--- src/nnPkg.sv ---
`default_nettype none

package nnPkg;

	localparam int numInputs = 15;
	localparam int numHidden = 6;
	localparam int numClasses = 4;
	localparam int fracBits = 13; // Activations and weights both carry 13 fractional bits.

	typedef logic [15:0] activation;
	typedef logic signed [31:0] weight;

	typedef struct packed {
		logic valid;
		activation [numInputs-1:0] act;
	} inputBeat;

	typedef struct packed {
		logic valid;
		activation [numHidden-1:0] act;
	} hiddenBeat;

	typedef struct packed {
		logic valid;
		activation [numClasses-1:0] act;
	} scoreBeat;

	typedef struct packed {
		logic valid;
		logic [$clog2(numClasses)-1:0] classIndex;
		activation score;
	} classResult;

	// Row n holds the weights of hidden neuron n, column j pairs with input j.
	localparam weight [0:numHidden-1][0:numInputs-1] hiddenWeightsDefault = '{
		'{ 3120, -2210,  1875,  4402,  -990,  2650, -3305,  1210,
		    760, -1544,  2987,   415, -2760,  1902,   640 },
		'{-1780,  3655,  2204,  -615,  1390, -2890,  4120,   905,
		  -1320,  2475,  -340,  3050,  1110, -2045,  2530 },
		'{ 2290,  1460, -3015,  2780,  3345,  -705,  1580, -2460,
		   3890,   560, -1995,  1245,  2870,   730, -1180 },
		'{-2540,   890,  3215,  1650, -2120,  4005,   285,  2310,
		   -875, -1690,  3460, -2280,  1725,  2960,  1035 },
		'{ 1405, -3110,   990, -1465,  2835,  1170,  2555,  -640,
		   2095,  3725,   815, -1905,  -530,  3380,  2215 },
		'{ 2875,  2040, -1250,  3590,   450, -2635, -1815,  3270,
		   1520,  -960,  2145,  2690, -3185,   605,  1840 }
	};

	// Every hidden bias stays below one LSB of the output, so a zero sample leaves the
	// hidden layer at zero.
	localparam weight [0:numHidden-1] hiddenBiasDefault = '{
		-1442,
		3071,
		-2210,
		905,
		-4020,
		1733
	};

	localparam weight [0:numClasses-1][0:numHidden-1] outputWeightsDefault = '{
		'{ 3410, -1275,  2250,  1880, -2045,  2765 },
		'{-1530,  2985,  1745, -2210,  3150,  1395 },
		'{ 2620,  1915, -2875,  3340,  1260, -1685 },
		'{ 1145, -2390,  3025,  2470,  -985,  2815 }
	};

	// Classes 0 and 1 start level, class 2 starts below zero and is clamped by ReLU.
	localparam weight [0:numClasses-1] outputBiasDefault = '{
		40960,
		40960,
		-24576,
		16384
	};

endpackage

`default_nettype wire

--- src/argMax.sv ---
`default_nettype none

module argMax
(
	input logic clk,
	input logic reset,
	input nnPkg::scoreBeat scores,
	output nnPkg::classResult result
);

	localparam int IndexWidth = $clog2(nnPkg::numClasses);

	logic [IndexWidth-1:0] bestIndex;
	nnPkg::activation bestScore;

	// A later class must beat the best so far outright, so a tie keeps the lower index.
	always_comb
	begin
		bestIndex = '0;
		bestScore = scores.act[0];
		for (int i = 1; i < nnPkg::numClasses; i++)
		begin
			if (scores.act[i] > bestScore)
			begin
				bestIndex = IndexWidth'(i);
				bestScore = scores.act[i];
			end
		end
	end

	always_ff @(posedge clk)
	begin
		if (reset)
		begin
			result <= '0;
		end
		else
		begin
			result.valid <= scores.valid;
			result.classIndex <= bestIndex;
			result.score <= bestScore;
		end
	end

endmodule

`default_nettype wire

--- config.mk ---
export PLATFORM = sky130hd
export DESIGN_NAME = argMax
export DESIGN_NICKNAME = d
export VERILOG_FILES = /design/src/nnPkg.sv /design/src/argMax.sv
export SDC_FILE = /design/constraint.sdc
export NUM_CORES = 1
export LEC_CHECK = 0
export BUFFER_PORTS_ARGS = -buffer_cell sky130_fd_sc_hd__buf_2
export CORE_ASPECT_RATIO = 0.9
export CORE_MARGIN = 1
export CORE_UTILIZATION = 25
export DETAILED_ROUTE_END_ITERATION = 6
export HOLD_SLACK_MARGIN = 0.03
export PLACE_DENSITY_LB_ADDON = 0.08
export SKIP_CTS_REPAIR_TIMING = 1
export SKIP_LAST_GASP = 1
export SLEW_MARGIN = 20
export SYNTH_ARGS = -nofsm -noshare
export SYNTH_HDL_FRONTEND = slang
export SYNTH_SLANG_ARGS = --single-unit
export TNS_END_PERCENT = 10
--- constraint.sdc ---
create_clock -name clk -period 14.46 [get_ports clk]
set_input_delay 1.446 -clock clk [delete_from_list [all_inputs] [get_ports clk]]
set_output_delay 1.446 -clock clk [all_outputs]
set_load 0.05 [all_outputs]
# ---- Word level (Yosys, flattened, before mapping)
# Cells that the tools add are included.
dict set report totals {
  ram_bits 0
  register_bits 19
  n_memories 0
  out_inout_bits 19
  latch_bits 0
  elab_cells 12
  mem_bits_ro 0
}
dict set report op_classes {
  mux 6
  n_eq_ne 0
  div_mod_pow 0
  n_addsub 0
  shifts 0
  n_reduce_logical 0
  bitwise_logic 0
  n_mul 0
  magnitude_cmp 3
}
# operator count
set op_table {}
lappend op_table {{greater-than comparator 16 bit} 3}
lappend op_table {{two-way mux 16 bit} 3}
lappend op_table {{two-way mux 2 bit} 2}
lappend op_table {{two-way mux 1 bit} 1}

# ---- Logic depth before layout (Yosys ltp)
dict set report logic_depth {
  word_depth 6
  ltp_mapped 27
  ltp_nobuf 21
}

# ---- Least setup slack after synthesis
# OpenSTA, ideal clock, no wires.
dict set report synth_path {
  path_kind {input to register}
  startpoint {input port scores[15] in the netlist's numbering}
  endpoint {register result[2] in the netlist's numbering}
  setup_ps 61
  cell_stages 25
  n_path_buf 5
  t_arrival_ps 6790
  required_ps 14399
  path_slack_ps 7609
  path_cell_list {inv_1 -> ha_1 -> nand4_2 -> or4_1 -> buf_2 -> a21oi_2 -> buf_2 -> o211ai_1 -> and3_1 -> ha_1 -> nand4_1 -> a2111oi_0 -> o31ai_1 -> clkbuf_1 -> or2_2 -> nand2_1 -> ha_1 -> a21oi_1 -> o21ai_0 -> a22o_1 -> o31ai_1 -> nor2b_1 -> buf_1 -> clkbuf_1 -> a32o_1}
}
dict set report synth_via {
  elab_chain_len 6
}
# item line
set synth_lines {}
lappend synth_lines {{start, declared} argMax.sv:7} ;# input nnPkg::scoreBeat scores,
lappend synth_lines {{greater-than comparator 16 bit} argMax.sv:23} ;# if (scores.act[i] > bestScore)
lappend synth_lines {{two-way mux 16 bit (*)} argMax.sv:23}
lappend synth_lines {{greater-than comparator 16 bit} argMax.sv:23}
lappend synth_lines {{two-way mux 16 bit (*)} argMax.sv:23}
lappend synth_lines {{greater-than comparator 16 bit} argMax.sv:23}
lappend synth_lines {{two-way mux 16 bit (*)} argMax.sv:23}
lappend synth_lines {{end, declared} argMax.sv:8} ;# output nnPkg::classResult result
# Every way passes the cells marked *; elsewhere a longest branch is shown, timed or not.
# A chain may end at the register's enable or synchronous reset.

# ---- Worst setup path in the final report
# Ends and elaborated chain as after synthesis.

==> impl_metrics.yaml <==
power:
  register_share_of_total_power: 0.214
  power.density_nw_per_um2: 104
  vdd.ir_drop.worst_v: 0.0000450
  internal-power_w: 0.000171
  static_leakage_power_nw: 1.47
  clkPwrFrac: 0.175
  power_switching_w: 0.000155
  netSwitchingFraction: 0.476
  comb_power_share: 0.611
critical_path:
  timing.critical_path.slowest_stage_cell: "or4_1"
  critical_path.startpoint: "scores[15]"
  critical_path.cell_chain: "buf_2 -> inv_1 -> ha_1 -> nand4_2 -> or4_1 -> or2_1 -> a31oi_1 -> and3_1 -> ha_1 -> nor2b_1 -> o211ai_1 -> a2111oi_0 -> o31ai_2 -> buf_4 -> nand4_1 -> nand2_1 -> ha_1 -> nand3_1 -> nor3_1 -> a22o_1 -> o31ai_1 -> nor2b_2 -> a32o_1"
  crit_path_max_fo: 33
  cp_data_required_time_ns: 14.65
  timing.setup.critical_path_class: "in -> reg"
  worst_setup_path_start_kind: "primary input"
  cpPeakStageDelay_ns: 0.85
  timing.critical_path.mode_cell: "ha_1"
  crit_arrival_ns: 8.33
  cp-end-kind: "register"
  critical_path_capture_point: "result[2]$_SDFF_PP0_"
layout:
  regMostFlops: "result"
  antenna_cells_inserted: 0
  num-nets-final: 519
  largest_reg_flops: 19
  largest_registers: "result x19"
  final_util: 0.319
  fill_cells: 1090
  drive_above_1_share: 0.275
  areaGrowthSynthToFinish_pct: 22.0
  finish.instance_area_um2: 3150
cts:
  cts_sinks: 19
  cts_tree: "done"
  tritoncts.num_buffers: 3
  clk_transition_reported_paths_ns: 0.05
  worst_case_clock_buffer_depth: 2
  cts.htree.levels: 1
  clock_tree.root_cell: "clkbuf_16"
timing:
  slew_headroom: 0.323
  timing.setup.tns_ns: 0
  worst_pin_slew_ns: 1.02
  fmax_ghz: 0.123
  slew_viol_final: 0
  hold_violations: 0
  post-route-min-period_ns: 8.14
  timing.final.setup_violations: 0
  post-route-period-util: 0.563
  unrepaired_setup_endpoints_after_global_routing: "false"
detailed_routing:
  wl_mm: 8.75
  detail_route.vias_per_cell: 5.39
  wire_per_inst_um: 16.5
  drc: 0
  num_vias: 2850
  drt_iter0_drc: 108
  drtPass1Iterations: 4
  final_antenna_net_count: 0
placed_design:
  gp_routability_congestion: 0.872
  half_perimeter_wire_length_after_placement_mm: 7.36
  detailed_place.area_um2: 3070
  place.port_buffers: 85
grt:
  globalRoute.totalOverflow: 0
  grt_start_max_net_pins: 34
  gr-usage-all-layers: 0.168
  grt_pass1_wl_mm: 14.1
  antenna_found_initial: 0
  first_global_vias: 2789
run_status:
  run_status: "completed"
flow_run:
  max_cap_violations: 0
yosys:
  synthDominantAreaCellType: "ha_1"
  synth_fp_nets: 450
  async_s_r_ff_share_synth: 0
  top_cell_type_s_share_of_synthesized_area: 0.233
  post-synth-top-count-cell: "ha_1"
  ys_seq_elements: 19
  synthTopCellsByArea: "ha_1 23%, dfxtp_1 15%, nand4_1 9.4%"
  ys_warn_count: 0
  synth-edff-count: 0
  postSynthAreaPerCell_um2: 7.71
  netlist-cell-type-count: 39
  synth_ff_type: "dfxtp_1"
  synthesized_instance_count: 335
  post_synth_most_frequent_cells: "48 x ha_1, 39 x nand4_1, 24 x nand2_1, 20 x inv_1"
  netlist_area_um2: 2580
  synth-seq-area-share: 0.147
floorplan:
  die_width_um: 109
  die-area_um2: 10700
  ios: 86
  core.rowCount: 34
  fp.coreArea_um2: 9870
  floorplan.initialDensity: 0.262
  chipHeight_um: 98.4
worst_hold_path:
  worst_hold_path_type: "in -> reg"
[metrics by stage]
| step | total power (W) | hold slack (ns) | setup WS, ns | cells |
|---|---|---|---|---|
| 3_5_place_dp | 0.000271 | 1.69 | 6.07 | 525 |
| 6_report | 0.000327 | 1.42 | 6.32 | 529 |
| 5_1_grt | 0.000354 | 1.43 | 5.63 | 529 |
| 2_1_floorplan | 0.000216 | 1.52 | 7.61 | 335 |
| 4_1_cts | 0.000331 | 1.42 | 6.30 | 529 |
| 3_3_place_gp | 0.000271 | 1.66 | 5.78 | 525 |
[worst min path at each step]
stage / start / end / slack [ns] / cells past startpoint
3_3_place_gp: scores[64] / result[18]$_SDFF_PP0_ / 1.66 / 2
3_5_place_dp: scores[57] / result[9]$_SDFF_PP0_ / 1.69 / 2
5_1_grt: scores[57] / result[9]$_SDFF_PP0_ / 1.43 / 2
2_1_floorplan: reset / result[16]$_SDFF_PP0_ / 1.52 / 1
6_report: scores[64] / result[18]$_SDFF_PP0_ / 1.42 / 2
4_1_cts: scores[57] / result[9]$_SDFF_PP0_ / 1.42 / 2
[cell families after synthesis]
family / synth area share
compound gates: 0.255
flops: 0.147
buf+inv: 0.0722
fa+ha+maj: 0.233
simple gates: 0.293
[critical path, delay by kind of cell]
kind	cells	cell delay [ns]
AO/OA/AOI/OAI	7	2.25
AND/OR/NAND/NOR	10	3.33
adder cells (fa/ha/maj)	3	0.79
buffers and inverters	3	0.49
[routing by layer]
| metal | track usage | share of wire | up-vias |
|---|---|---|---|
| met5 | 0 | 0 | - |
| met4 | 0.0291 | 0.0074 | 0 |
| met3 | 0.0271 | 0.050 | 7 |
| met2 | 0.285 | 0.48 | 81 |
| met1 | 0.224 | 0.47 | 1305 |
| li1 | - | - | 1457 |
[layout by cell type, fill, tap and decap left out, drive strengths merged, types with 2 or more instances in the layout]
master / n
a32o: 15
a22o: 2
a21oi: 20
ha: 48
and4: 2
nand4: 40
clkbuf: 3
inv: 20
nor4: 2
nor2: 4
o31ai: 3
nor2b: 5
a21o: 3
nand3: 7
or2: 16
o211ai: 19
dfxtp: 19
o21ai: 3
nor3: 17
buf: 86
nand2: 24
and3: 16
a31oi: 17
[cell type report]
| class | instances | area, um2 | share of cell area |
|---|---|---|---|
| clock inverters | 1 | 5.00 | 0.00159 |
| inverters | 20 | 75.1 | 0.0238 |
| flip-flops and latches | 19 | 380 | 0.121 |
| clock buffers | 3 | 75.1 | 0.0238 |
| repair buffers | 86 | 433 | 0.137 |
| multi-input cells | 274 | 2030 | 0.643 |
| well taps | 126 | 158 | 0.0500 |
[power by group through the flow]
stage,Sequential [W],Combinational (W),Clock (W)
2_1_floorplan,0.000121,0.0000954,0
3_3_place_gp,0.0000716,0.000200,0
6_report,0.0000699,0.000200,0.0000570
3_5_place_dp,0.0000711,0.000200,0
4_1_cts,0.0000701,0.000202,0.0000594
5_1_grt,0.0000714,0.000221,0.0000619
Power figures use the tool's default switching activity.
